[src/common/procPkg.sv]
//######################################################################
// Processor package: word types, opcode and ALU encodings, field layout
//######################################################################
package procPkg;

    typedef logic [15:0] word_t;
    typedef logic [7:0]  addr_t;
    typedef logic [2:0]  regIdx_t;

    // Memory depth follows the 8-bit address, register count the 3-bit index
    localparam int memWords = 256;
    localparam int numRegs  = 8;

    typedef enum logic [2:0] {
        aluAdd,
        aluSub,
        aluXor,
        aluAndn,
        aluPassB
    } aluOp_t;

    // Any opcode not listed here traps as illegal
    typedef enum logic [4:0] {
        opHalt = 5'b00000,
        opJ    = 5'b00100,
        opAddi = 5'b01000,
        opSubi = 5'b01001,
        opXori = 5'b01010,
        opBeqz = 5'b01100,
        opBnez = 5'b01101,
        opSt   = 5'b10000,
        opLd   = 5'b10001,
        opLbi  = 5'b11000,
        opAlu  = 5'b11011
    } opcode_t;

    // Instruction field positions
    localparam int opcMsb   = 15;
    localparam int opcLsb   = 11;
    localparam int rsMsb    = 10;
    localparam int rsLsb    = 8;
    localparam int rtMsb    = 7;
    localparam int rtLsb    = 5;
    localparam int rdMsb    = 4;
    localparam int rdLsb    = 2;
    localparam int functMsb = 1;
    localparam int functLsb = 0;
    localparam int imm5Msb  = 4;
    localparam int imm8Msb  = 7;
    localparam int immLsb   = 0;

endpackage

[src/common/ctrlIf.sv]
//######################################################################
// Decoded control signals from the opcode decoder to the stages
//######################################################################
`timescale 1ns/1ps

interface ctrlIf;
    import procPkg::*;

    logic   regWrite;
    logic   wrSelRt;
    logic   immSel;
    logic   immSigned;
    logic   aluSrcImm;
    aluOp_t aluOp;
    logic   memRead;
    logic   memWrite;
    logic   memToReg;
    logic   branch;
    logic   branchNz;
    logic   jump;
    logic   halt;

    modport control (
        output regWrite, wrSelRt, immSel, immSigned, aluSrcImm, aluOp,
        output memRead, memWrite, memToReg, branch, branchNz, jump, halt
    );
    modport decode   (input regWrite, wrSelRt, immSel, immSigned);
    modport execute  (input aluSrcImm, aluOp, branch, branchNz, jump);
    modport memStage (input memRead, memWrite, memToReg);
    modport fetch    (input halt);

endinterface

[src/execute/execute.sv]
//######################################################################
// ALU, zero-test branch decision and next PC selection
//######################################################################
`timescale 1ns/1ps

module execute (
    input  procPkg::word_t pc,
    input  procPkg::word_t rsData,
    input  procPkg::word_t rtData,
    input  procPkg::word_t imm,
    ctrlIf.execute         ctrl,
    output procPkg::word_t aluResult,
    output procPkg::word_t nextPc
);
    import procPkg::*;

    word_t opB;
    word_t pcPlus1;
    logic  rsZero;
    logic  taken;

    assign opB = ctrl.aluSrcImm ? imm : rtData;

    always_comb begin
        case (ctrl.aluOp)
            aluAdd:   aluResult = rsData + opB;
            aluSub:   aluResult = rsData - opB;
            aluXor:   aluResult = rsData ^ opB;
            aluAndn:  aluResult = rsData & ~opB;
            default:  aluResult = opB;
        endcase
    end

    assign rsZero  = (rsData == '0);
    assign taken   = ctrl.jump ||
                     (ctrl.branch && (ctrl.branchNz ? !rsZero : rsZero));

    // Targets are relative to the following instruction
    assign pcPlus1 = pc + word_t'(1);
    assign nextPc  = taken ? pcPlus1 + imm : pcPlus1;

endmodule

[src/flat_wrapper.sv]
// flat-port wrapper written by rule: the top's interface ports become plain ports
module execute_flat import procPkg::*;
  (pc, rsData, rtData, imm, aluResult, nextPc, ctrl_aluSrcImm, ctrl_aluOp, ctrl_branch, ctrl_branchNz, ctrl_jump);
  ctrlIf ctrl_i ();
  input  procPkg::word_t pc;
  input  procPkg::word_t rsData;
  input  procPkg::word_t rtData;
  input  procPkg::word_t imm;
  output procPkg::word_t aluResult;
  output procPkg::word_t nextPc;
  input wire logic [$bits(ctrl_i.aluSrcImm)-1:0] ctrl_aluSrcImm;
  input wire logic [$bits(ctrl_i.aluOp)-1:0] ctrl_aluOp;
  input wire logic [$bits(ctrl_i.branch)-1:0] ctrl_branch;
  input wire logic [$bits(ctrl_i.branchNz)-1:0] ctrl_branchNz;
  input wire logic [$bits(ctrl_i.jump)-1:0] ctrl_jump;
  assign ctrl_i.aluSrcImm = ctrl_aluSrcImm;
  assign ctrl_i.aluOp = ctrl_aluOp;
  assign ctrl_i.branch = ctrl_branch;
  assign ctrl_i.branchNz = ctrl_branchNz;
  assign ctrl_i.jump = ctrl_jump;
  execute u_core (.pc(pc), .rsData(rsData), .rtData(rtData), .imm(imm), .ctrl(ctrl_i), .aluResult(aluResult), .nextPc(nextPc));
endmodule
[config.mk]
export PLATFORM = sky130hd
export DESIGN_NAME = execute_flat
export DESIGN_NICKNAME = d
export VERILOG_FILES = /design/src/common/procPkg.sv /design/src/common/ctrlIf.sv /design/src/execute/execute.sv /design/src/flat_wrapper.sv
export SDC_FILE = /design/constraint.sdc
export NUM_CORES = 1
export LEC_CHECK = 0
export BUFFER_PORTS_ARGS = -buffer_cell sky130_fd_sc_hd__buf_2
export CORE_MARGIN = 10
export CORE_UTILIZATION = 49
export DETAILED_ROUTE_END_ITERATION = 6
export GPL_ROUTABILITY_DRIVEN = 1
export MAX_ROUTING_LAYER = met4
export PLACE_DENSITY = 0.77
export SKIP_LAST_GASP = 1
export SLEW_MARGIN = 10
export SYNTH_ARGS = -nofsm -noshare
export SYNTH_HDL_FRONTEND = slang
export SYNTH_SLANG_ARGS = --single-unit
[constraint.sdc]
create_clock -name vclk -period 4.7
set_input_delay 0.705 -clock vclk [all_inputs]
set_output_delay 0.705 -clock vclk [all_outputs]
set_load 0.01 [all_outputs]
==> results.yml <==
sta:
  setup_slack_ns: 0.210
  slew_headroom_pct: 34.5
  drv_slew: 0
  setup_viol: 0
  period_share_pct: 95.5
  tns_ns: 0
  fmax_mhz: 223
  tightest_slew_ns: 0.983
  rsz0062_at_grt: "false"
  hold_viol_final: 0
  period_needed_ns: 4.49
drt:
  postRouteAntennaNets: 0
  drc: 0
  post_drt_wl_per_cell_um: 16.6
  route.vias.total: 3700
  drt-vias-per-instance: 5.91
  drt_iter0_drc: 149
  first_pass_iters: 5
  drt-total-wl_um: 10400
floorplanning:
  core_mm2: 0.00628
  fp-row-count: 29
  fp.dieW_um: 100
  initial_core_util_pct: 50.0
  dieHeight_um: 100
  die_area_mm2: 0.0100
  pin_count: 103
clock_tree:
  post_cts_resized: 0
  cts_hold_buf: 0
  cts_setup_buffers: 0
synthesis:
  synth-simple-area-share_pct: 22.6
  synth_compound_area_share_pct: 28.4
  yosysTopAreaCell: "ha_1"
  syn_area_mm2: 0.00314
  ys_warn_count: 0
  synthAdderAreaFrac_pct: 20.4
  synth_top_family_by_area: "compound AO/OA/AOI/OAI gates"
  synth_top_area_share_pct: 19.2
  synthTopCellsByArea: "ha_1 (19%), xnor2_1 (9.5%), o21ai_0 (6.4%)"
  synthXorXnorAreaFrac_pct: 14.2
  synth_commonest_cells: "nand2_1 (51), ha_1 (48), o21ai_0 (40)"
  syn-num-nets: 568
  synth.most_common_cell: "nand2_1"
  synthesis.area_per_instance_um2: 7.01
  ys_types: 59
  synthMuxAreaShare_pct: 10.0
  ys_seq_area_share_pct: 0
  synth_cells: 447
placed_design:
  gp_congestion: 1.02
  placed_cell_area_mm2: 0.00379
  port_buffers: 103
  place_inst: 626
  dp_hpwl_um: 8910
  dp_slack_ns: 0.0646
worst_setup_path:
  critPathKind: "primary input to output port"
  required_ns: 3.99
  critPathMostFrequentCell: "buf_2"
  cp_slowest_cell: "ha_1"
  end_kind: "output port"
  critPathMaxFanout: 6
  cp-start-kind: "primary input"
  worstSetupStartpoint: "ctrl_aluSrcImm"
  arrival_ns: 3.79
  path_cells: "buf_2 > mux2_2 > inv_1 > ha_2 > nand2_1 > nor3_4 > a31oi_4 > xnor2_1 > ha_1 > o21ai_0 > o22ai_1 > a211oi_1 > nor3_1 > or3_1 > buf_2"
  max_stage_delay_ns: 0.37
grt:
  grt_remaining_overflow: 0
  antenna_found_initial: 0
  grtUsageTotal_pct: 19.9
  grt_max_degree: 30
  grt_pass1_wl_um: 16900
  grt_pass1_vias: 3663
cells_and_area:
  clkbuf_count: 0
  final_area_mm2: 0.00384
  syn2layout_area_growth_pct: 22.6
  antenna_cells: 0
  drive_gt1_share_pct: 27.3
  layout.nets: 672
  seq_cells: 0
  seqCellArea_um2: 0
  fin_cells: 626
run:
  drv_cap: 0
worst_hold_path:
  hold_depth: 4
  min_from: "pc[15]"
  holdPathEnd: "nextPc[15]"
  holdCritPathClass: "primary input to output port"
status:
  status: "completed"
pwr:
  power.leakage_nw: 1.82
  p_per_area_mw_per_mm2: 153
  ir_worst_vdd_uv: 83.9
==> cell families (layout without fill, tap and decap cells) <==
kind of cell               count (synthesis)  in the layout
and+or+nand+nor                          146            146
AOI/OAI and AO/OA                        140            140
xor gates and xnor gates                  51             51
adders and majority gates                 50             50
buffers and inverters                     32            134
muxes                                     28             28
==> placed cells by master, fill, tap and decap left out, types with 4 or more instances in the layout <==
master / instances
a211oi_1: 12
a211oi_2: 4
a21o_1: 9
a21oi_1: 37
and3_1: 5
buf_2: 103
buf_4: 15
ha_1: 47
inv_1: 15
mux2_2: 7
mux2i_1: 18
nand2_1: 51
nand3_1: 10
nand4_1: 5
nor2_1: 35
nor3_1: 15
nor4_1: 4
o21ai_0: 40
o21ai_1: 4
xnor2_1: 34
xor2_1: 17
==> area by class of cell <==
class	count	area [µm²]
multi-input combinational	415	3050
fill	618	2430
tap	77	96.3
inverter	15	56.3
timing repair buffer	119	639
==> how the worst max path moves through the flow <==
stage | end | slack [ns] | depth (start not counted)
floorplan | aluResult[14] | 0.01 | 18
global placement | aluResult[14] | 0.16 | 16
detailed placement | aluResult[14] | 0.06 | 16
CTS | aluResult[14] | 0.06 | 16
global route | aluResult[14] | 0.003 | 17
finish | aluResult[12] | 0.21 | 15
==> stage by stage <==
stage | power, mW | hold WS, ns | utilization, %
final | 0.589 | 1.81 | 61.3
after global routing | 0.656 | 1.85 | 61.3
after CTS | 0.580 | 1.81 | 60.4
after detailed placement | 0.577 | 1.81 | 60.4
after global placement | 0.569 | 1.81 | 60.4
after floorplan | 0.391 | 1.62 | -
==> metal layers <==
| layer | wire [µm] | vias to the layer above | track usage [%] |
|---|---|---|---|
| met1 | 4630 | 1727 | 24.0 |
| met2 | 5170 | 94 | 36.2 |
| met4 | 128 | 0 | 1.96 |
| met3 | 434 | 12 | 1.65 |
| met5 | 0 | - | - |
| li1 | - | 1867 | - |
==> power breakdown <==
part           total [mW]  switching (mW)  internal [mW]  leakage, nW
registers               0               0              0            0
clock network           0               0              0            0
logic               0.589           0.330          0.259         1.82
total               0.589           0.330          0.259         1.82
==> worst max-delay path: cells and delay by family <==
kind,cells,cell delay (ns)
multiplexers,1,0.36
XOR/XNOR,1,0.15
adder cells (fa/ha/maj),2,0.58
AO/OA/AOI/OAI,4,0.88
buffers and inverters,3,0.35
AND/OR/NAND/NOR,4,0.76
No activity file was read; power rests on OpenSTA's default activity.
