--- src/common/procPkg.sv ---
//######################################################################
// Processor package: word types, opcode and ALU encodings, field layout
//######################################################################
package procPkg;

    typedef logic [15:0] word_t;
    typedef logic [7:0]  addr_t;
    typedef logic [2:0]  regIdx_t;

    // Memory depth follows the 8-bit address, register count the 3-bit index
    localparam int memWords = 256;
    localparam int numRegs  = 8;

    typedef enum logic [2:0] {
        aluAdd,
        aluSub,
        aluXor,
        aluAndn,
        aluPassB
    } aluOp_t;

    // Any opcode not listed here traps as illegal
    typedef enum logic [4:0] {
        opHalt = 5'b00000,
        opJ    = 5'b00100,
        opAddi = 5'b01000,
        opSubi = 5'b01001,
        opXori = 5'b01010,
        opBeqz = 5'b01100,
        opBnez = 5'b01101,
        opSt   = 5'b10000,
        opLd   = 5'b10001,
        opLbi  = 5'b11000,
        opAlu  = 5'b11011
    } opcode_t;

    // Instruction field positions
    localparam int opcMsb   = 15;
    localparam int opcLsb   = 11;
    localparam int rsMsb    = 10;
    localparam int rsLsb    = 8;
    localparam int rtMsb    = 7;
    localparam int rtLsb    = 5;
    localparam int rdMsb    = 4;
    localparam int rdLsb    = 2;
    localparam int functMsb = 1;
    localparam int functLsb = 0;
    localparam int imm5Msb  = 4;
    localparam int imm8Msb  = 7;
    localparam int immLsb   = 0;

endpackage

--- src/common/ctrlIf.sv ---
//######################################################################
// Decoded control signals from the opcode decoder to the stages
//######################################################################
`timescale 1ns/1ps

interface ctrlIf;
    import procPkg::*;

    logic   regWrite;
    logic   wrSelRt;
    logic   immSel;
    logic   immSigned;
    logic   aluSrcImm;
    aluOp_t aluOp;
    logic   memRead;
    logic   memWrite;
    logic   memToReg;
    logic   branch;
    logic   branchNz;
    logic   jump;
    logic   halt;

    modport control (
        output regWrite, wrSelRt, immSel, immSigned, aluSrcImm, aluOp,
        output memRead, memWrite, memToReg, branch, branchNz, jump, halt
    );
    modport decode   (input regWrite, wrSelRt, immSel, immSigned);
    modport execute  (input aluSrcImm, aluOp, branch, branchNz, jump);
    modport memStage (input memRead, memWrite, memToReg);
    modport fetch    (input halt);

endinterface

--- src/fetch/fetch.sv ---
//######################################################################
// Program counter, instruction memory with load port, halt/err latches
//######################################################################
`timescale 1ns/1ps

module fetch (
    input  logic           clk,
    input  logic           arstN,
    input  logic           loadEn,
    input  procPkg::addr_t loadAddr,
    input  procPkg::word_t loadData,
    input  procPkg::word_t nextPc,
    ctrlIf.fetch           ctrl,
    input  logic           illegal,
    output procPkg::word_t pc,
    output procPkg::word_t instr,
    output logic           halted,
    output logic           err
);
    import procPkg::*;

    word_t imem [memWords];

    always_ff @(posedge clk) begin
        if (loadEn) begin
            imem[loadAddr] <= loadData;
        end
    end

    // A halt word is presented while reset holds, so no stage writes
    assign instr = arstN ? imem[addr_t'(pc)] : {opHalt, 11'd0};

    always_ff @(posedge clk or negedge arstN) begin
        if (!arstN) begin
            pc     <= '0;
            halted <= 1'b0;
            err    <= 1'b0;
        end else if (!halted) begin
            pc     <= nextPc;
            halted <= ctrl.halt;
            err    <= illegal;
        end
    end

endmodule

--- src/flat_wrapper.sv ---
// flat-port wrapper written by rule: the top's interface ports become plain ports
module fetch_flat import procPkg::*;
  (clk, arstN, loadEn, loadAddr, loadData, nextPc, illegal, pc, instr, halted, err, ctrl_halt);
  ctrlIf ctrl_i ();
  input  logic clk;
  input  logic arstN;
  input  logic loadEn;
  input  procPkg::addr_t loadAddr;
  input  procPkg::word_t loadData;
  input  procPkg::word_t nextPc;
  input  logic illegal;
  output procPkg::word_t pc;
  output procPkg::word_t instr;
  output logic halted;
  output logic err;
  input wire logic [$bits(ctrl_i.halt)-1:0] ctrl_halt;
  assign ctrl_i.halt = ctrl_halt;
  fetch u_core (.clk(clk), .arstN(arstN), .loadEn(loadEn), .loadAddr(loadAddr), .loadData(loadData), .nextPc(nextPc), .ctrl(ctrl_i), .illegal(illegal), .pc(pc), .instr(instr), .halted(halted), .err(err));
endmodule
--- config.mk ---
export PLATFORM = sky130hd
export DESIGN_NAME = fetch_flat
export DESIGN_NICKNAME = d
export VERILOG_FILES = /design/src/common/procPkg.sv /design/src/common/ctrlIf.sv /design/src/fetch/fetch.sv /design/src/flat_wrapper.sv
export SDC_FILE = /design/constraint.sdc
export NUM_CORES = 2
export LEC_CHECK = 0
export ABC_AREA = 1
export BUFFER_PORTS_ARGS = -buffer_cell sky130_fd_sc_hd__buf_2
export CAP_MARGIN = 10
export CORE_MARGIN = 3
export CORE_UTILIZATION = 40
export DETAILED_ROUTE_END_ITERATION = 8
export GPL_TIMING_DRIVEN = 1
export HOLD_SLACK_MARGIN = 0.05
export PLACE_DENSITY = 0.62
export SYNTH_ARGS = -nofsm -noshare
export SYNTH_HDL_FRONTEND = slang
export SYNTH_SLANG_ARGS = --single-unit
--- constraint.sdc ---
create_clock -name clk -period 1.9 [get_ports clk]
set_input_delay 0.095 -clock clk [delete_from_list [all_inputs] [get_ports clk]]
set_output_delay 0.095 -clock clk [all_outputs]
set_load 0.01 [all_outputs]
==> flow_metrics.tcl <==
set metrics [dict create \
    status "finished, violations left" \
    violations "setup timing" \
    critPathBufInv 7 \
    synth-edff-count 4096 \
    hold_violations 0 \
    rows 236 \
    path_common_cell "nand3_1" \
    ant_nets 0 \
    slew_headroom_pct 44.6 \
    numCtsBuffers 413 \
    power_mw 216 \
    p_sw_share_pct 27.1 \
    intPower_mw 158 \
    remaining_drc_errors 0 \
    skew_ns 0.0260 \
    grt_usage_pct 23.8 \
    synth_ff_type "edfxtp_1" \
    synth_area_um2 166000 \
    min-delay-start "loadData[2]" \
    dieArea_um2 424000 \
    arrival_ns 4.09 \
    grt_pass1_vias 107376 \
    cp_max_fo 14 \
    p_comb_share_pct 16.7 \
    cts_root_buf "clkbuf_16" \
    clkLatencyLatePin_ns 1.01 \
    maxCapViolCount 0 \
    utilization_pct 49.1 \
    overflow 0 \
    power_frac_seq_pct 46.4 \
    synthesis.nets 13728 \
    dp_cells 19582 \
    drive_gt1_share_pct 16.3 \
    grt_antenna_before_repair 22 \
    fill_cells 34973 \
    ys_ff_latch 4114 \
    drtPass1Iterations 9 \
    vias_per_cell 5.59 \
    ys_types 22 \
    worstPathCellList "clkinv_16 -> clkbuf_16 -> buf_4 -> bufbuf_16 -> nand2_1 -> nand3_1 -> nand3_1 -> nand3_2 -> nand3_4 -> nand3_4 -> nand3_1 -> nand2_1 -> nor2_4 -> buf_6 -> nor2_2 -> buf_4 -> buf_2" \
    nets 14745 \
    place.gp.congestion 0.956 \
    clockBufferDepth 4 \
    yosysWarnings 0 \
    hold_depth 2 \
    io_pins 79 \
    final_cell_count_no_fill 20517 \
    syn_inst 13683 \
    async_flop_share_pct 0.438 \
    worst_pin_slew_ns 0.828 \
    io_buffers 78 \
    final.period_utilization_pct 220 \
    p_clk_share_pct 37.0 \
    maxSlewViolCount 0 \
    area_growth_pct 22.0 \
    dp_hpwl_mm 318 \
    clkSinkCount 4114 \
    setup_viol 23 \
    synth_seq_area_share_pct 74.2 \
    synthTopCellsByArea "edfxtp_1, nand3_1, nand2_1" \
    critPathSlowestCell "dfrtp_4" \
    dieWidth_um 651 \
    fmax_mhz 239 \
    wl_per_cell_um 25.5 \
    drtIter0Drc 15653 \
    power_density_nw_per_um2 1060 \
    rsz0062_at_grt "yes" \
    yosysMostFrequentCell "nand2_1" \
    timing.hold.ws_ns 0.0994 \
    r2r_start "u_core.pc[0]" \
    dr_total_vias 114741 \
    r2r_cells 4 \
    synth.avg_cell_area_um2 12.2 \
    p_sw_mw 58.5 \
    yosys.area.top_type_share_pct 73.9 \
    grt_max_degree 83 \
    cp_slowest_stage_delay_ns 0.57 \
    coreArea_um2 414000 \
    start_util_pct 40.2 \
    cp-end-kind "output port" \
    yosysTopAreaCell "edfxtp_1" \
    clk_transition_reported_paths_ns 0.06 \
    worst_path_dominant_cell_family "buffers and inverters" \
    grt_pass1_wl_mm 749 \
    crit_type "flop to output port" \
    worstSetupStartpointType "flop" \
    hp-class "input pin to flop" \
    clock_tree.htree_level_count 5 \
    routed_wl_mm 523 \
    worst_slack_ns -2.28 \
    cts_tree "built" \
    peakVddDrop_mv 0.754 \
    die_h_um 651 \
    min_period_ns 4.18 \
    startpoint "u_core.pc[0]" \
    synthTopCellsByCount "nand2_1, edfxtp_1, nand3_1" \
    crit_cells 17 \
    crit_required_ns 1.80 \
    cellLeakagePower_nw 72.2 \
]
-- cells by family after synthesis --
| group | synth area share [%] |
|---|---|
| flip-flops | 74.2 |
| buffers and inverters | 3.36 |
| multiplexers | 0.0609 |
| AO/OA/AOI/OAI | 0.433 |
| AND/OR/NAND/NOR | 21.9 |
-- timing repair --
| item | CTS | global route |
|---|---|---|
| pin swaps | 29 | 12 |
| resized for setup | 486 | 170 |
| endpoints found under the setup margin | 25 | 73 |
| cloned | 39 | 16 |
| setup buffers | 33 | 26 |
| endpoints found under the hold margin | 4655 | 0 |
| hold buffers | 69 | 0 |
-- layout by cell type, fill, tap and decap left out, types with 27 or more instances in the layout --
cell type and instances:
buf_8 32, nor2_2 48, clkinv_2 75, buf_16 57
nand3_4 47, nand3_2 222, clkbuf_1 85, inv_1 32
clkbuf_16 434, nand3_1 3590, clkinv_1 90, a21oi_1 39
bufinv_16 33, o22ai_1 32, dlygate4sd3_1 67, buf_6 67
nor2_4 27, buf_12 452, buf_4 777, o21ai_0 60
edfxtp_1 4096, buf_2 52, nor2_1 376, nand2_1 4101
-- area by class of cell --
class | count | area (um2) | share of cell area, %
antenna | 12 | 30.0 | 0.0148
clock buffer | 509 | 10900 | 5.36
clock inverter | 237 | 2220 | 1.10
inverter | 39 | 214 | 0.105
multi-input combinational | 8587 | 39500 | 19.4
sequential | 4114 | 123000 | 60.8
tap | 5474 | 6850 | 3.37
timing repair buffer | 1544 | 19800 | 9.76
timing repair inverter | 1 | 30.0 | 0.0148
-- routing by layer --
layer  share of wire, %  global-route usage, %  vias to the layer above
li1                   -                      -                    50953
met1                 39                   32.7                    56516
met2                 46                   37.5                     6286
met3                 10                   4.15                      982
met4                4.6                   9.77                        4
met5             0.0052                      0                        -
-- metrics by stage --
stage	setup WS, ns	instance area [um2]	TNS, ns
floorplan	-0.0354	166000	-13.34
global placement	-1.98	184000	-26.81
detailed placement	-1.97	184000	-28.15
CTS	-2.21	202000	-37.29
global route	-2.32	203000	-38.67
finish	-2.28	203000	-37.50
-- power by group through the flow --
stage               Sequential (mW)  Combinational, mW  Clock [mW]
floorplan                       102               16.2           0
global placement                102               31.1           0
detailed placement              102               31.2           0
CTS                             100               34.5        80.5
global route                    100               38.1        84.1
finish                          100               36.0        79.8
-- sequential cells by signal, indices dropped and copies added (netlist names) --
register / flops
u_core.halted: 1
u_core.err: 1
u_core.imem: 4096
u_core.pc: 16
-- worst paths after layout --
| check | slack (ns) | to |
|---|---|---|
| worst max register to register | 0.25 | u_core.pc[0] |
| min in group asynchronous | 0.54 | u_core.err |
| worst min-delay path | 0.1 | u_core.imem[138][2] |
| worst min register to register | 0.50 | u_core.pc[14] |
| worst max-delay path | -2.28 | instr[10] |
| max in group asynchronous | 1.15 | u_core.pc[4] |
Note: power is estimated with default switching activity, not from simulation.
