[src/common/procPkg.sv]
//######################################################################
// Processor package: word types, opcode and ALU encodings, field layout
//######################################################################
package procPkg;

    typedef logic [15:0] word_t;
    typedef logic [7:0]  addr_t;
    typedef logic [2:0]  regIdx_t;

    // Memory depth follows the 8-bit address, register count the 3-bit index
    localparam int memWords = 256;
    localparam int numRegs  = 8;

    typedef enum logic [2:0] {
        aluAdd,
        aluSub,
        aluXor,
        aluAndn,
        aluPassB
    } aluOp_t;

    // Any opcode not listed here traps as illegal
    typedef enum logic [4:0] {
        opHalt = 5'b00000,
        opJ    = 5'b00100,
        opAddi = 5'b01000,
        opSubi = 5'b01001,
        opXori = 5'b01010,
        opBeqz = 5'b01100,
        opBnez = 5'b01101,
        opSt   = 5'b10000,
        opLd   = 5'b10001,
        opLbi  = 5'b11000,
        opAlu  = 5'b11011
    } opcode_t;

    // Instruction field positions
    localparam int opcMsb   = 15;
    localparam int opcLsb   = 11;
    localparam int rsMsb    = 10;
    localparam int rsLsb    = 8;
    localparam int rtMsb    = 7;
    localparam int rtLsb    = 5;
    localparam int rdMsb    = 4;
    localparam int rdLsb    = 2;
    localparam int functMsb = 1;
    localparam int functLsb = 0;
    localparam int imm5Msb  = 4;
    localparam int imm8Msb  = 7;
    localparam int immLsb   = 0;

endpackage

[src/common/ctrlIf.sv]
//######################################################################
// Decoded control signals from the opcode decoder to the stages
//######################################################################
`timescale 1ns/1ps

interface ctrlIf;
    import procPkg::*;

    logic   regWrite;
    logic   wrSelRt;
    logic   immSel;
    logic   immSigned;
    logic   aluSrcImm;
    aluOp_t aluOp;
    logic   memRead;
    logic   memWrite;
    logic   memToReg;
    logic   branch;
    logic   branchNz;
    logic   jump;
    logic   halt;

    modport control (
        output regWrite, wrSelRt, immSel, immSigned, aluSrcImm, aluOp,
        output memRead, memWrite, memToReg, branch, branchNz, jump, halt
    );
    modport decode   (input regWrite, wrSelRt, immSel, immSigned);
    modport execute  (input aluSrcImm, aluOp, branch, branchNz, jump);
    modport memStage (input memRead, memWrite, memToReg);
    modport fetch    (input halt);

endinterface

[src/design/control.sv]
//######################################################################
// Opcode decoder, drives stage controls and flags illegal opcodes
//######################################################################
`timescale 1ns/1ps

module control (
    input  procPkg::word_t instr,
    output logic           err,
    ctrlIf.control         ctrl
);
    import procPkg::*;

    opcode_t    opcode;
    logic [1:0] funct;

    assign opcode = opcode_t'(instr[opcMsb:opcLsb]);
    assign funct  = instr[functMsb:functLsb];

    always_comb begin
        ctrl.regWrite  = 1'b0;
        ctrl.wrSelRt   = 1'b0;
        ctrl.immSel    = 1'b0;
        ctrl.immSigned = 1'b1;
        ctrl.aluSrcImm = 1'b0;
        ctrl.aluOp     = aluAdd;
        ctrl.memRead   = 1'b0;
        ctrl.memWrite  = 1'b0;
        ctrl.memToReg  = 1'b0;
        ctrl.branch    = 1'b0;
        ctrl.branchNz  = 1'b0;
        ctrl.jump      = 1'b0;
        ctrl.halt      = 1'b0;
        err            = 1'b0;
        case (opcode)
            opAlu: begin
                ctrl.regWrite = 1'b1;
                case (funct)
                    2'b00:   ctrl.aluOp = aluAdd;
                    2'b01:   ctrl.aluOp = aluSub;
                    2'b10:   ctrl.aluOp = aluXor;
                    default: ctrl.aluOp = aluAndn;
                endcase
            end
            opAddi, opSubi, opXori: begin
                ctrl.regWrite  = 1'b1;
                ctrl.wrSelRt   = 1'b1;
                ctrl.aluSrcImm = 1'b1;
                ctrl.aluOp     = (opcode == opAddi) ? aluAdd :
                                 (opcode == opSubi) ? aluSub : aluXor;
            end
            opLbi: begin
                // 8-bit immediate with a write means the destination is rs
                ctrl.regWrite  = 1'b1;
                ctrl.immSel    = 1'b1;
                ctrl.immSigned = 1'b0;
                ctrl.aluSrcImm = 1'b1;
                ctrl.aluOp     = aluPassB;
            end
            opLd: begin
                ctrl.regWrite  = 1'b1;
                ctrl.wrSelRt   = 1'b1;
                ctrl.aluSrcImm = 1'b1;
                ctrl.memRead   = 1'b1;
                ctrl.memToReg  = 1'b1;
            end
            opSt: begin
                ctrl.aluSrcImm = 1'b1;
                ctrl.memWrite  = 1'b1;
            end
            opBeqz, opBnez: begin
                ctrl.immSel   = 1'b1;
                ctrl.branch   = 1'b1;
                ctrl.branchNz = (opcode == opBnez);
            end
            opJ: begin
                ctrl.immSel = 1'b1;
                ctrl.jump   = 1'b1;
            end
            opHalt: ctrl.halt = 1'b1;
            default: begin
                // Illegal opcode stops the core as well
                ctrl.halt = 1'b1;
                err       = 1'b1;
            end
        endcase
    end

endmodule

[src/flat_wrapper.sv]
// flat-port wrapper written by rule: the top's interface ports become plain ports
module control_flat import procPkg::*;
  (instr, err, ctrl_regWrite, ctrl_wrSelRt, ctrl_immSel, ctrl_immSigned, ctrl_aluSrcImm, ctrl_aluOp, ctrl_memRead, ctrl_memWrite, ctrl_memToReg, ctrl_branch, ctrl_branchNz, ctrl_jump, ctrl_halt);
  ctrlIf ctrl_i ();
  input  procPkg::word_t instr;
  output logic err;
  output wire logic [$bits(ctrl_i.regWrite)-1:0] ctrl_regWrite;
  output wire logic [$bits(ctrl_i.wrSelRt)-1:0] ctrl_wrSelRt;
  output wire logic [$bits(ctrl_i.immSel)-1:0] ctrl_immSel;
  output wire logic [$bits(ctrl_i.immSigned)-1:0] ctrl_immSigned;
  output wire logic [$bits(ctrl_i.aluSrcImm)-1:0] ctrl_aluSrcImm;
  output wire logic [$bits(ctrl_i.aluOp)-1:0] ctrl_aluOp;
  output wire logic [$bits(ctrl_i.memRead)-1:0] ctrl_memRead;
  output wire logic [$bits(ctrl_i.memWrite)-1:0] ctrl_memWrite;
  output wire logic [$bits(ctrl_i.memToReg)-1:0] ctrl_memToReg;
  output wire logic [$bits(ctrl_i.branch)-1:0] ctrl_branch;
  output wire logic [$bits(ctrl_i.branchNz)-1:0] ctrl_branchNz;
  output wire logic [$bits(ctrl_i.jump)-1:0] ctrl_jump;
  output wire logic [$bits(ctrl_i.halt)-1:0] ctrl_halt;
  assign ctrl_regWrite = ctrl_i.regWrite;
  assign ctrl_wrSelRt = ctrl_i.wrSelRt;
  assign ctrl_immSel = ctrl_i.immSel;
  assign ctrl_immSigned = ctrl_i.immSigned;
  assign ctrl_aluSrcImm = ctrl_i.aluSrcImm;
  assign ctrl_aluOp = ctrl_i.aluOp;
  assign ctrl_memRead = ctrl_i.memRead;
  assign ctrl_memWrite = ctrl_i.memWrite;
  assign ctrl_memToReg = ctrl_i.memToReg;
  assign ctrl_branch = ctrl_i.branch;
  assign ctrl_branchNz = ctrl_i.branchNz;
  assign ctrl_jump = ctrl_i.jump;
  assign ctrl_halt = ctrl_i.halt;
  control u_core (.instr(instr), .err(err), .ctrl(ctrl_i));
endmodule
[config.mk]
export PLATFORM = sky130hd
export DESIGN_NAME = control_flat
export DESIGN_NICKNAME = d
export VERILOG_FILES = /design/src/common/procPkg.sv /design/src/common/ctrlIf.sv /design/src/design/control.sv /design/src/flat_wrapper.sv
export SDC_FILE = /design/constraint.sdc
export NUM_CORES = 1
export LEC_CHECK = 0
export BUFFER_PORTS_ARGS = -buffer_cell sky130_fd_sc_hd__buf_2
export CAP_MARGIN = 15
export CORE_UTILIZATION = 26
export DETAILED_ROUTE_END_ITERATION = 10
export PLACE_DENSITY = 0.62
export SLEW_MARGIN = 0
export SYNTH_ARGS = -nofsm -noshare
export SYNTH_HDL_FRONTEND = slang
export SYNTH_SLANG_ARGS = --single-unit
[constraint.sdc]
create_clock -name vclk -period 1.8
set_input_delay 0 -clock vclk [all_inputs]
set_output_delay 0 -clock vclk [all_outputs]
set_load 0.02 [all_outputs]
==> qor.json <==
{
  "run_status": "completed",
  "path_delay_family": "buffers and inverters",
  "internal_power_w": 0.0000363,
  "worst_ir_drop_vdd_mv": 0.106,
  "yosys.cell_types.count": 29,
  "remaining_drc_errors": 0,
  "unrepaired_setup_endpoints_after_global_routing": "false",
  "maxSlewViolCount": 0,
  "transition_time_at_the_pin_with_the_least_slew_margin_ns": 0.295,
  "seqPwrFrac_pct": 0,
  "via_count_of_the_first_global_routing_pass": 267,
  "comb_power_share_pct": 100.0,
  "drt_iter0_drc": 4,
  "grt_remaining_overflow": 0,
  "placeableCoreArea_um2": 1300,
  "sort_of_element_at_the_end_of_the_critical_path": "output pin",
  "timing.critical_path.required_ns": 1.80,
  "setup.worst_path.start": "instr[13]",
  "hold-worst-slack_ns": 0.420,
  "track_usage_pct": 10.5,
  "nClkBuffers": 0,
  "placedInstanceArea_um2": 423,
  "p_per_area_nw_per_um2": 236,
  "worstHoldStart": "instr[13]",
  "area_growth_syn_to_layout_pct": 15.0,
  "dieWidth_um": 39.6,
  "netlist.area_leader.share_pct": 9.18,
  "cts_hold_repair.buffers": 0,
  "layout-drive-gt1-share_pct": 42.0,
  "postSynthAreaPerCell_um2": 6.81,
  "crit_path_cell_trace": "buf_2 -> inv_1 -> or3_1 -> a21oi_1 -> buf_2",
  "setup_viol_count_final": 0,
  "postLayoutCellArea_um2": 423,
  "cpMostUsedCell": "sky130_fd_sc_hd__buf_2",
  "drt-met1-wl_um": 427,
  "die_h_um": 39.6,
  "cts.repair_timing.setup_buffer_count": 0,
  "fin_crit_share_pct": 57.8,
  "final_period_minus_worst_setup_slack_ns": 1.04,
  "crit_path_end": "ctrl_immSel",
  "cp_slowest_stage_delay_ns": 0.35,
  "power.clock.fraction_pct": 0,
  "critPathMaxFanout": 12,
  "net_count_of_the_mapped_netlist": 70,
  "top_signal_layer_used": "met3",
  "fmax_mhz": 961,
  "finalWeightedCongestion": 0.721,
  "synth.most_common_cell": "sky130_fd_sc_hd__nor2_1",
  "finalHoldViolCount": 0,
  "switching_share_pct": 63.7,
  "die_area_um2": 1570,
  "met2WireLength_um": 353,
  "grt_antenna_before_repair": 0,
  "synth_area_leaders": "sky130_fd_sc_hd__buf_6 9.2%, sky130_fd_sc_hd__a221oi_2 8.2%, sky130_fd_sc_hd__clkbuf_8 7.5%, sky130_fd_sc_hd__nor2_1 6.1%, sky130_fd_sc_hd__nand3_1 5.4%",
  "net-switching-power_w": 0.0000637,
  "power.static_leakage_nw": 0.214,
  "critPathArrivalTime_ns": 1.04,
  "preCtsSetupSlack_ns": 0.753,
  "syn-cell-area_um2": 368,
  "routedWlPerCell_um": 9.89,
  "finalSetupTns_ns": 0,
  "synth_top_cell_by_area": "sky130_fd_sc_hd__buf_6",
  "initial_core_util_pct": 28.3,
  "timing_worst_setup_path_type": "input pin to output pin",
  "ys_seq_area_share_pct": 0,
  "detail_route.vias_per_cell": 5.06,
  "relative_slew_slack_pct": 80.4,
  "worstPathBufferInverterCount": 3,
  "synth.top_cells.by_count": "6 x sky130_fd_sc_hd__nor2_1, 4 x sky130_fd_sc_hd__nand2_1, 4 x sky130_fd_sc_hd__nand3_1",
  "layoutNonFillerInstCount": 84,
  "finish.net_count": 87,
  "routed_wl_um": 831,
  "critical_path_depth": 5,
  "seq_cells": 0,
  "first_pass_grt_wire_length_um": 1220,
  "critPathSlowestCell": "sky130_fd_sc_hd__or3_1",
  "placed_cells_incl_taps": 84,
  "io-pin-count": 32,
  "met3RoutedLength_um": 50,
  "grt_start_max_net_pins": 18,
  "dp_hpwl_um": 584,
  "max-cap-violations": 0,
  "floorplan.rows": 13,
  "cts-resized-gates": 0,
  "timing.hold.worst.class": "input pin to output pin",
  "antenna-diode-count": 0,
  "setup_slack_ns": 0.759,
  "drtPass1Iterations": 3,
  "synth_cells": 54,
  "drtAntennaViolNets": 0,
  "port_buffers": 23,
  "register_area_um2": 0,
  "ys.warnings.count": 0,
  "start_kind": "input pin",
  "routed-via-count": 425
}
tightest hold or removal path, delay by kind of cell:
family	cells	cell delay, ns
buffers and inverters	2	0.37
AO/OA/AOI/OAI	1	0.05
placed cells by master, fill, tap and decap left out, types with 2 or more instances in the layout:
cell	count
sky130_fd_sc_hd__inv_1	2
sky130_fd_sc_hd__and3_1	2
sky130_fd_sc_hd__buf_2	23
sky130_fd_sc_hd__nor2_1	6
sky130_fd_sc_hd__nor3_1	3
sky130_fd_sc_hd__nand2_1	4
sky130_fd_sc_hd__nand2b_1	2
sky130_fd_sc_hd__a221oi_2	2
sky130_fd_sc_hd__a21oi_1	3
sky130_fd_sc_hd__nand3_1	4
sky130_fd_sc_hd__o21ai_0	3
layer usage:
layer / up-vias / GRT usage [%]
met5: - / 0
met4: 0 / 0
met3: 0 / 0
met2: 13 / 14.8
met1: 188 / 18.0
li1: 224 / -
kinds of logic (layout without fill, tap and decap cells):
kind of cell / count (synthesis) / in the layout / synth area share (%)
simple gates: 29 / 29 / 45.9
compound gates: 14 / 14 / 28.2
buf+inv: 10 / 25 / 23.5
xor+xnor: 1 / 1 / 2.38
power by group through the flow:
stage          sequential, W  clock [W]  combinational (W)
4_1_cts                    0          0           0.000101
5_1_grt                    0          0           0.000110
3_3_place_gp               0          0          0.0000987
3_5_place_dp               0          0           0.000100
6_report                   0          0          0.0000999
2_1_floorplan              0          0          0.0000841
metrics by stage:
stage | total power, W | utilization, %
after floorplan | 0.0000841 | -
after global placement | 0.0000987 | 32.5
after detailed placement | 0.000100 | 32.5
after CTS | 0.000101 | 32.5
after global routing | 0.000110 | 32.5
final | 0.0000999 | 32.5
area by class of cell:
cell class	instances	area (um^2)
fill	161	878
inverter	2	7.51
tap	15	18.8
multi-input combinational	44	282
timing repair buffer	23	115
worst min path at each step:
stage          slack (ns)  cells past startpoint              to
5_1_grt              0.47                      3  ctrl_aluSrcImm
2_1_floorplan        0.18                      2  ctrl_aluSrcImm
3_5_place_dp         0.42                      3  ctrl_aluSrcImm
6_report             0.42                      3  ctrl_aluSrcImm
3_3_place_gp         0.42                      3  ctrl_aluSrcImm
4_1_cts              0.42                      3  ctrl_aluSrcImm
Power figures use the tool's default switching activity.
