File: config.mk
export PLATFORM = sky130hd
export DESIGN_NAME = decode_flat
export DESIGN_NICKNAME = d
export VERILOG_FILES = /design/src/common/procPkg.sv /design/src/common/ctrlIf.sv /design/src/decode/decode.sv /design/src/flat_wrapper.sv
export SDC_FILE = /design/constraint.sdc
export NUM_CORES = 1
export LEC_CHECK = 0
export ABC_AREA = 0
export BUFFER_PORTS_ARGS = -buffer_cell sky130_fd_sc_hd__clkbuf_2
export CORE_MARGIN = 3
export CORE_UTILIZATION = 45
export DETAILED_ROUTE_END_ITERATION = 7
export HOLD_SLACK_MARGIN = 0.08
export MAX_ROUTING_LAYER = met4
export SYNTH_ARGS = -nofsm -noshare
export SYNTH_HDL_FRONTEND = slang
export SYNTH_SLANG_ARGS = --single-unit
File: constraint.sdc
create_clock -name clk -period 6.2 [get_ports clk]
set_clock_uncertainty 0.2 [all_clocks]
set_input_delay 1.24 -clock clk [delete_from_list [all_inputs] [get_ports clk]]
set_output_delay 1.24 -clock clk [all_outputs]
set_load 0.01 [all_outputs]
File: src/common/procPkg.sv
//######################################################################
// Processor package: word types, opcode and ALU encodings, field layout
//######################################################################
package procPkg;

    typedef logic [15:0] word_t;
    typedef logic [7:0]  addr_t;
    typedef logic [2:0]  regIdx_t;

    // Memory depth follows the 8-bit address, register count the 3-bit index
    localparam int memWords = 256;
    localparam int numRegs  = 8;

    typedef enum logic [2:0] {
        aluAdd,
        aluSub,
        aluXor,
        aluAndn,
        aluPassB
    } aluOp_t;

    // Any opcode not listed here traps as illegal
    typedef enum logic [4:0] {
        opHalt = 5'b00000,
        opJ    = 5'b00100,
        opAddi = 5'b01000,
        opSubi = 5'b01001,
        opXori = 5'b01010,
        opBeqz = 5'b01100,
        opBnez = 5'b01101,
        opSt   = 5'b10000,
        opLd   = 5'b10001,
        opLbi  = 5'b11000,
        opAlu  = 5'b11011
    } opcode_t;

    // Instruction field positions
    localparam int opcMsb   = 15;
    localparam int opcLsb   = 11;
    localparam int rsMsb    = 10;
    localparam int rsLsb    = 8;
    localparam int rtMsb    = 7;
    localparam int rtLsb    = 5;
    localparam int rdMsb    = 4;
    localparam int rdLsb    = 2;
    localparam int functMsb = 1;
    localparam int functLsb = 0;
    localparam int imm5Msb  = 4;
    localparam int imm8Msb  = 7;
    localparam int immLsb   = 0;

endpackage

File: src/common/ctrlIf.sv
//######################################################################
// Decoded control signals from the opcode decoder to the stages
//######################################################################
`timescale 1ns/1ps

interface ctrlIf;
    import procPkg::*;

    logic   regWrite;
    logic   wrSelRt;
    logic   immSel;
    logic   immSigned;
    logic   aluSrcImm;
    aluOp_t aluOp;
    logic   memRead;
    logic   memWrite;
    logic   memToReg;
    logic   branch;
    logic   branchNz;
    logic   jump;
    logic   halt;

    modport control (
        output regWrite, wrSelRt, immSel, immSigned, aluSrcImm, aluOp,
        output memRead, memWrite, memToReg, branch, branchNz, jump, halt
    );
    modport decode   (input regWrite, wrSelRt, immSel, immSigned);
    modport execute  (input aluSrcImm, aluOp, branch, branchNz, jump);
    modport memStage (input memRead, memWrite, memToReg);
    modport fetch    (input halt);

endinterface

File: src/decode/decode.sv
//######################################################################
// Register file, destination select and immediate extension
//######################################################################
`timescale 1ns/1ps

module decode (
    input  logic            clk,
    input  logic            arstN,
    input  procPkg::word_t  instr,
    input  procPkg::word_t  wrData,
    input  logic            halted,
    ctrlIf.decode           ctrl,
    output procPkg::word_t  rsData,
    output procPkg::word_t  rtData,
    output procPkg::word_t  imm,
    output procPkg::regIdx_t wrIdx,
    output logic            wrEn
);
    import procPkg::*;

    word_t      regFile [numRegs];
    regIdx_t    rsIdx;
    regIdx_t    rtIdx;
    regIdx_t    rdIdx;
    logic [4:0] imm5;
    logic [7:0] imm8;

    assign rsIdx = instr[rsMsb:rsLsb];
    assign rtIdx = instr[rtMsb:rtLsb];
    assign rdIdx = instr[rdMsb:rdLsb];
    assign imm5  = instr[imm5Msb:immLsb];
    assign imm8  = instr[imm8Msb:immLsb];

    assign rsData = regFile[rsIdx];
    assign rtData = regFile[rtIdx];

    // Only LBI writes with the 8-bit immediate, and it targets rs
    assign wrIdx = ctrl.immSel  ? rsIdx :
                   ctrl.wrSelRt ? rtIdx : rdIdx;
    assign wrEn  = ctrl.regWrite && !halted;

    always_comb begin
        if (ctrl.immSel) begin
            imm = ctrl.immSigned ? {{8{imm8[7]}}, imm8} : {8'd0, imm8};
        end else begin
            imm = ctrl.immSigned ? {{11{imm5[4]}}, imm5} : {11'd0, imm5};
        end
    end

    always_ff @(posedge clk or negedge arstN) begin
        if (!arstN) begin
            for (int i = 0; i < numRegs; i++) begin
                regFile[i] <= '0;
            end
        end else if (wrEn) begin
            regFile[wrIdx] <= wrData;
        end
    end

endmodule

File: src/flat_wrapper.sv
// flat-port wrapper written by rule: the top's interface ports become plain ports
module decode_flat import procPkg::*;
  (clk, arstN, instr, wrData, halted, rsData, rtData, imm, wrIdx, wrEn, ctrl_regWrite, ctrl_wrSelRt, ctrl_immSel, ctrl_immSigned);
  ctrlIf ctrl_i ();
  input  logic clk;
  input  logic arstN;
  input  procPkg::word_t instr;
  input  procPkg::word_t wrData;
  input  logic halted;
  output procPkg::word_t rsData;
  output procPkg::word_t rtData;
  output procPkg::word_t imm;
  output procPkg::regIdx_t wrIdx;
  output logic wrEn;
  input wire logic [$bits(ctrl_i.regWrite)-1:0] ctrl_regWrite;
  input wire logic [$bits(ctrl_i.wrSelRt)-1:0] ctrl_wrSelRt;
  input wire logic [$bits(ctrl_i.immSel)-1:0] ctrl_immSel;
  input wire logic [$bits(ctrl_i.immSigned)-1:0] ctrl_immSigned;
  assign ctrl_i.regWrite = ctrl_regWrite;
  assign ctrl_i.wrSelRt = ctrl_wrSelRt;
  assign ctrl_i.immSel = ctrl_immSel;
  assign ctrl_i.immSigned = ctrl_immSigned;
  decode u_core (.clk(clk), .arstN(arstN), .instr(instr), .wrData(wrData), .halted(halted), .ctrl(ctrl_i), .rsData(rsData), .rtData(rtData), .imm(imm), .wrIdx(wrIdx), .wrEn(wrEn));
endmodule
==> reports/results.tsv, run 1 <==
stage	metric	value	unit
status	status	finished clean	
drt	routedWlPerCell	22.7	µm
drt	vias	4073	
logic_synthesis	ys_seq_area_share	46.0	%
logic_synthesis	synth_top_cell_by_area	dfrtp_1	
floorplanning	fp.dieW	130	µm
timing	final_max_slew_viol_count	0	
worst_setup_path	worst-endpoint-arrival	3.34	ns
global_route	grt_pass1_vias	4319	
timing	period_share	77.0	%
placement	dpl.cell_count	663	
timing	worst_slew_pin_slew	1.13	ns
cts	h-tree-depth	4	
logic_synthesis	synth_area_leaders	dfrtp_1, mux2_2, mux4_2	
cts	cts_tree	yes	
power_and_ir_drop	pwr_density_cell	388	nW/µm²
timing	relSlewSlack	24.5	%
final_layout	final_cell_mix	mux2_2, dfrtp_1, clkbuf_2, mux4_2, clkbuf_16	
floorplanning	die_area	17000	µm²
logic_synthesis	synth.net_count	467	
final_layout	layout_commonest_cell	mux2_2	
placement	io_buffers	81	
final_layout	areaGrowthSynthToFinish	15.2	%
power_and_ir_drop	p_leak	3.48	nW
cts	clk_latency	0.41	ns
timing	tns	0	ns
timing	setup_violations	0	
floorplanning	core_area	14900	µm²
final_layout	fill_cells	1212	
drt	vias_per_cell	5.87	
worst_setup_path	crit_type	in -> out	
drt	drc_errors	0	
cts	cts_hold_buf	0	
final_layout	multi_input_area	3480	µm²
global_route	grt_usage	20.6	%
floorplanning	rows	44	
timing	rsz0062_at_grt	no	
placement	place_hpwl	9.77	mm
logic_synthesis	synthCells	428	
drt	ant_nets	0	
final_layout	regMostFlops	u_core.regFile	
logic_synthesis	netlist_area	6970	µm²
global_route	grt_pass1_wl	24.7	mm
drt	routed_wl	15.7	mm
cts	clock_sinks	128	
timing	hold_viol	0	
final_layout	fin_cells	694	
logic_synthesis	ys_warn_count	0	
timing	fmax	209	MHz
worst_setup_path	startpoint_type	input port	
floorplanning	initial_utilization	46.9	%
cts	cts_root_buffer	clkbuf_16	
worst_setup_path	worstPathRequired	4.76	ns
worst_setup_path	endpoint_kind	primary output	
logic_synthesis	synthDominantCellAreaShare	46.0	%
hold_path	worst_hold_path_type	reg -> reg	
job	cap_violations	0	
cts	cts-buffers-inserted	17	
final_layout	diodes	0	
drt	drt_first_pass_iters	4	
power_and_ir_drop	ir_drop	0.218	mV
logic_synthesis	synth-seq-cells	128	
floorplanning	die_h	130	µm
final_layout	nNetsFinal	537	
final_layout	drive_above_1_share	70.0	%
logic_synthesis	syn_area_per_cell	16.3	µm²
placement	place_congestion	0.737	
final_layout	regArea	3200	µm²
final_layout	largest_reg_flops	128	
drt	drtIter0Drc	207	
floorplanning	ioPinCount	91	
cts	clock_path_buffers	2	
global_route	grt_overflow	0	
global_route	grt_antenna_before_repair	0	
global_route	grt_max_degree	76	
cts	cts_resized	0	
cts	clkTransAtPathRegs	0.05	ns
timing	period_needed	4.78	ns
cts	cts_setup_buffers	0	
logic_synthesis	synth_cell_types	22	
final_layout	reg.largest.list	u_core.regFile x128	
worst_setup_path	cp_max_fo	27	
## through the flow
stage          area [µm²]  worst slack, ns  power [W]  hold slack, ns  util, %
2_1_floorplan        6970             2.24    0.00189           0.292        -
3_3_place_gp         7440             1.35    0.00210           0.302     50.0
3_5_place_dp         7440             1.33    0.00215           0.311     50.0
4_1_cts              8030             1.33    0.00315           0.324     54.0
5_1_grt              8030             1.24    0.00328           0.336     54.0
6_report             8030             1.42    0.00311           0.321     54.0
## synth_stat cells (all sizes together)
cell type	instances
or3	1
mux2i	3
a2111o	1
mux4	64
buf	32
nor2b	2
o211ai	1
o21ai	1
nand3	1
nand2	9
inv	4
and2	1
dfrtp	128
o21a	2
mux2	160
nor3	7
clkbuf	11
## per-layer routing
metal	up-vias	GRT usage (%)	wire length [µm]	share of wire (%)
met2	100	31.1	7470	47
met5	-	-	0	0
li1	1787	-	-	-
met1	2163	28.1	7400	47
met3	23	4.07	596	3.8
met4	0	7.32	282	1.8
## report_power, final
part | internal (W) | switching (W) | leakage, nW | total, W
logic | 0.000552 | 0.000291 | 1.63 | 0.000842
clock network | 0.000630 | 0.000357 | 0.284 | 0.000988
registers | 0.00110 | 0.000181 | 1.56 | 0.00128
## final cells by class
cell class / count / share of cell area [%]
Inverter: 4 / 0.187
Timing Repair Buffer: 94 / 6.30
Sequential cell: 128 / 39.9
Tap cell: 184 / 2.87
Clock inverter: 9 / 1.32
Clock buffer: 22 / 6.03
Multi-Input combinational cell: 253 / 43.4
## kinds of logic after synthesis
logic type             synth area share [%]
AO/OA/AOI/OAI                         0.556
flip-flops                             46.0
multiplexers                           47.5
AND/OR/NAND/NOR                        1.92
buffers and inverters                  4.06
## critical path: stages
cell,delay (ns)
clkbuf_2,0.82
buf_4,0.32
mux4_2,0.52
mux2_2,0.28
clkbuf_2,0.13
## worst paths after layout
| check | start | to | slack [ns] | depth (start not counted) |
|---|---|---|---|---|
| min in group asynchronous | arstN | u_core.regFile[43] | 0.78 | 1 |
| max in group asynchronous | arstN | u_core.regFile[51] | 3.77 | 2 |
| hold reg to reg | u_core.regFile[14] | u_core.regFile[14] | 0.32 | 1 |
| setup reg to reg | u_core.regFile[50] | u_core.regFile[50] | 5.21 | 1 |
| hold / removal | u_core.regFile[14] | u_core.regFile[14] | 0.32 | 1 |
| setup / recovery | instr[8] | rsData[9] | 1.42 | 5 |
Power figures use the tool's default switching activity.
==> run 2, diff against run 1 <==
PLACE_DENSITY = 0.67   (was unset)
clock period = 4.38 ns   (was 6.2 ns; I/O delays follow)
==> run 2 against run 1 <==
Hold slack worse by 0.00065 ns. Die area unchanged. Wire length down 0.11%. Worst setup slack worse by 0.65 ns. Largest cell class unchanged. Largest power group unchanged. Flip-flop and latch count unchanged. Design area up 0.78%. Critical path depth unchanged. Clock power up 45%. Combinational power up 43%. Utilization up 0.42 points.
==> reports/results.tsv, run 2 (synthesis gave the netlist of run 1 again) <==
stage	metric	value	unit	change
cts	cts-buffers-inserted	17		unchanged
global_route	grt_overflow	0		unchanged
timing	period_needed	3.60	ns	
final_layout	nNetsFinal	541		+0.74%
hold_path	hold_end	u_core.regFile[82]		
placement	place_hpwl	9.52	mm	-2.5%
placement	place_congestion	0.714		-3.0%
power_and_ir_drop	swShare	26.9	%	+0.27 points
final_layout	final_cell_mix	mux2_2, dfrtp_1, clkbuf_2, mux4_2, clkbuf_16		
power_and_ir_drop	ir_drop	0.317	mV	+45%
timing	rsz0062_at_grt	no		
worst_setup_path	critical_path.reg2reg.startpoint	u_core.regFile[51]		
worst_setup_path	r2r_slack	3.38	ns	-1.83 ns
final_layout	layout_commonest_cell	mux2_2		
final_layout	areaGrowthSynthToFinish	16.1	%	
cts	clock_sinks	128		unchanged
worst_setup_path	worst-endpoint-arrival	2.53	ns	-0.81 ns
cts	clkTransAtPathRegs	0.06	ns	about the same
global_route	grt_antenna_before_repair	0		unchanged
floorplanning	die_area	17000	µm²	unchanged
job	cap_violations	0		unchanged
timing	final_max_slew_viol_count	0		unchanged
final_layout	largest_reg_flops	128		unchanged
cts	cts_setup_buffers	0		unchanged
worst_setup_path	startpoint_type	input port		
global_route	grt_pass1_vias	4402		+1.9%
floorplanning	rows	44		unchanged
worst_setup_path	r2r-end	u_core.regFile[51]		
timing	hold_viol	0		unchanged
cts	cts_hold_buf	0		unchanged
final_layout	diodes	0		unchanged
power_and_ir_drop	netSwitchingPower	0.00120	W	+45%
timing	period_share	82.2	%	
power_and_ir_drop	pwr_density_cell	552	nW/µm²	+42%
hold_path	worst_hold_path_type	reg -> reg		
power_and_ir_drop	p_leak	3.52	nW	+0.95%
drt	drc_errors	0		unchanged
global_route	grt_pass1_wl	25.0	mm	+1.0%
cts	clock_path_buffers	2		unchanged
timing	tns	0	ns	unchanged
global_route	grt_max_degree	71		-6.6%
timing	relSlewSlack	41.3	%	+17 points
cts	h-tree-depth	4		unchanged
hold_path	min_from	u_core.regFile[82]		
cts	cts_tree	yes		
status	status	finished clean		
power_and_ir_drop	clkPwrFrac	32.1	%	+0.4 points
placement	postPlaceCellArea	7490	µm²	+0.74%
timing	worst_hold_slack	0.321	ns	-0.000652 ns
worst_setup_path	worstPathRequired	3.30	ns	-1.46 ns
cts	clk_latency	0.41	ns	about the same
drt	drtIter0Drc	278		+34%
final_layout	fin_cells	699		+0.72%
drt	vias_per_cell	5.86		-0.20%
drt	ant_nets	0		unchanged
timing	setup_violations	0		unchanged
final_layout	drive_above_1_share	70.1	%	+0.097 points
placement	io_buffers	81		unchanged
floorplanning	initial_utilization	46.9	%	unchanged
timing	worst_slew_pin_slew	0.881	ns	-0.252 ns
hold_path	holdPathStages	1		unchanged
floorplanning	die_h	130	µm	unchanged
final_layout	regMostFlops	u_core.regFile		
floorplanning	fp.dieW	130	µm	unchanged
worst_setup_path	endpoint_kind	primary output		
worst_setup_path	crit_type	in -> out		
drt	vias	4094		+0.52%
timing	fmax	278	MHz	
final_layout	reg.largest.list	u_core.regFile x128		
global_route	grt_usage	20.3	%	-0.22 points
drt	drt_first_pass_iters	6		+2
power_and_ir_drop	cellInternalPower	0.00326	W	+43%
final_layout	final_area	8090	µm²	+0.78%
worst_setup_path	cp_max_fo	24		-11%
drt	routed_wl	15.7	mm	-0.11%
floorplanning	ioPinCount	91		unchanged
final_layout	fill_cells	1198		-1.2%
cts	cts_root_buffer	clkbuf_16		
power_and_ir_drop	p_comb_share	27.0	%	about the same
floorplanning	core_area	14900	µm²	unchanged
power_and_ir_drop	sequentialPowerShare	40.9	%	-0.3 points
drt	routedWlPerCell	22.5	µm	-0.83%
placement	dpl.cell_count	667		+0.60%
cts	cts_resized	0		unchanged
worst_setup_path	ff2ff_path_depth	1		unchanged
run 2: cell types whose count changed in the layout (fill, tap and decap cells not counted):
cell / change
buf_12: +2
inv_6: -1
bufinv_16: +1
clkinv_2: +2
buf_4: +2
clkbuf_1: +1
clkbuf_8: -2
run 2: area by class of cell:
type,instances,area (µm²),area share (%)
flip-flops and latches,128,3200,39.6
well taps,184,230,2.85
repair buffers,98,561,6.93
multi-input cells,253,3480,43.1
inverters,4,15.0,0.186
clock buffers,21,460,5.69
clock inverters,11,138,1.70
run 2: power groups by stage:
stage          Clock [W]  Combinational [W]  Sequential (W)
2_1_floorplan          0           0.000937         0.00174
3_3_place_gp           0            0.00118         0.00179
3_5_place_dp           0            0.00122         0.00183
4_1_cts          0.00145            0.00122         0.00182
5_1_grt          0.00151            0.00130         0.00188
6_report         0.00143            0.00120         0.00182
run 2: worst max-delay path by stage:
stage / from / end / slack, ns / cells after the start
floorplan: instr[5] / rtData[0] / 1.15 / 4
global placement: instr[8] / rsData[5] / 0.72 / 5
detailed placement: instr[8] / rsData[6] / 0.73 / 5
CTS: instr[8] / rsData[9] / 0.73 / 5
global route: instr[8] / rsData[5] / 0.66 / 5
finish: instr[8] / rsData[9] / 0.78 / 5
run 2: routing by layer:
| layer | global-route usage [%] | vias to the layer above | part of all wire, % |
|---|---|---|---|
| met3 | 3.29 | 18 | 4.9 |
| met1 | 27.1 | 2159 | 43 |
| met4 | 6.90 | 0 | 1.4 |
| li1 | - | 1799 | - |
| met5 | - | - | 0 |
| met2 | 32.3 | 118 | 50 |
run 2: per-stage QoR:
stage               total power (W)  utilization, %  setup slack [ns]
finish                      0.00446            54.4             0.778
global route                0.00469            54.4             0.662
CTS                         0.00450            54.4             0.726
detailed placement          0.00305            50.4             0.727
global placement            0.00297            50.4             0.724
floorplan                   0.00268               -              1.15
run 2: critical path: stages:
cell and delay (ns):
clkbuf_2 0.36, buf_12 0.30, mux4_2 0.55, mux2_2 0.29, clkbuf_2 0.13
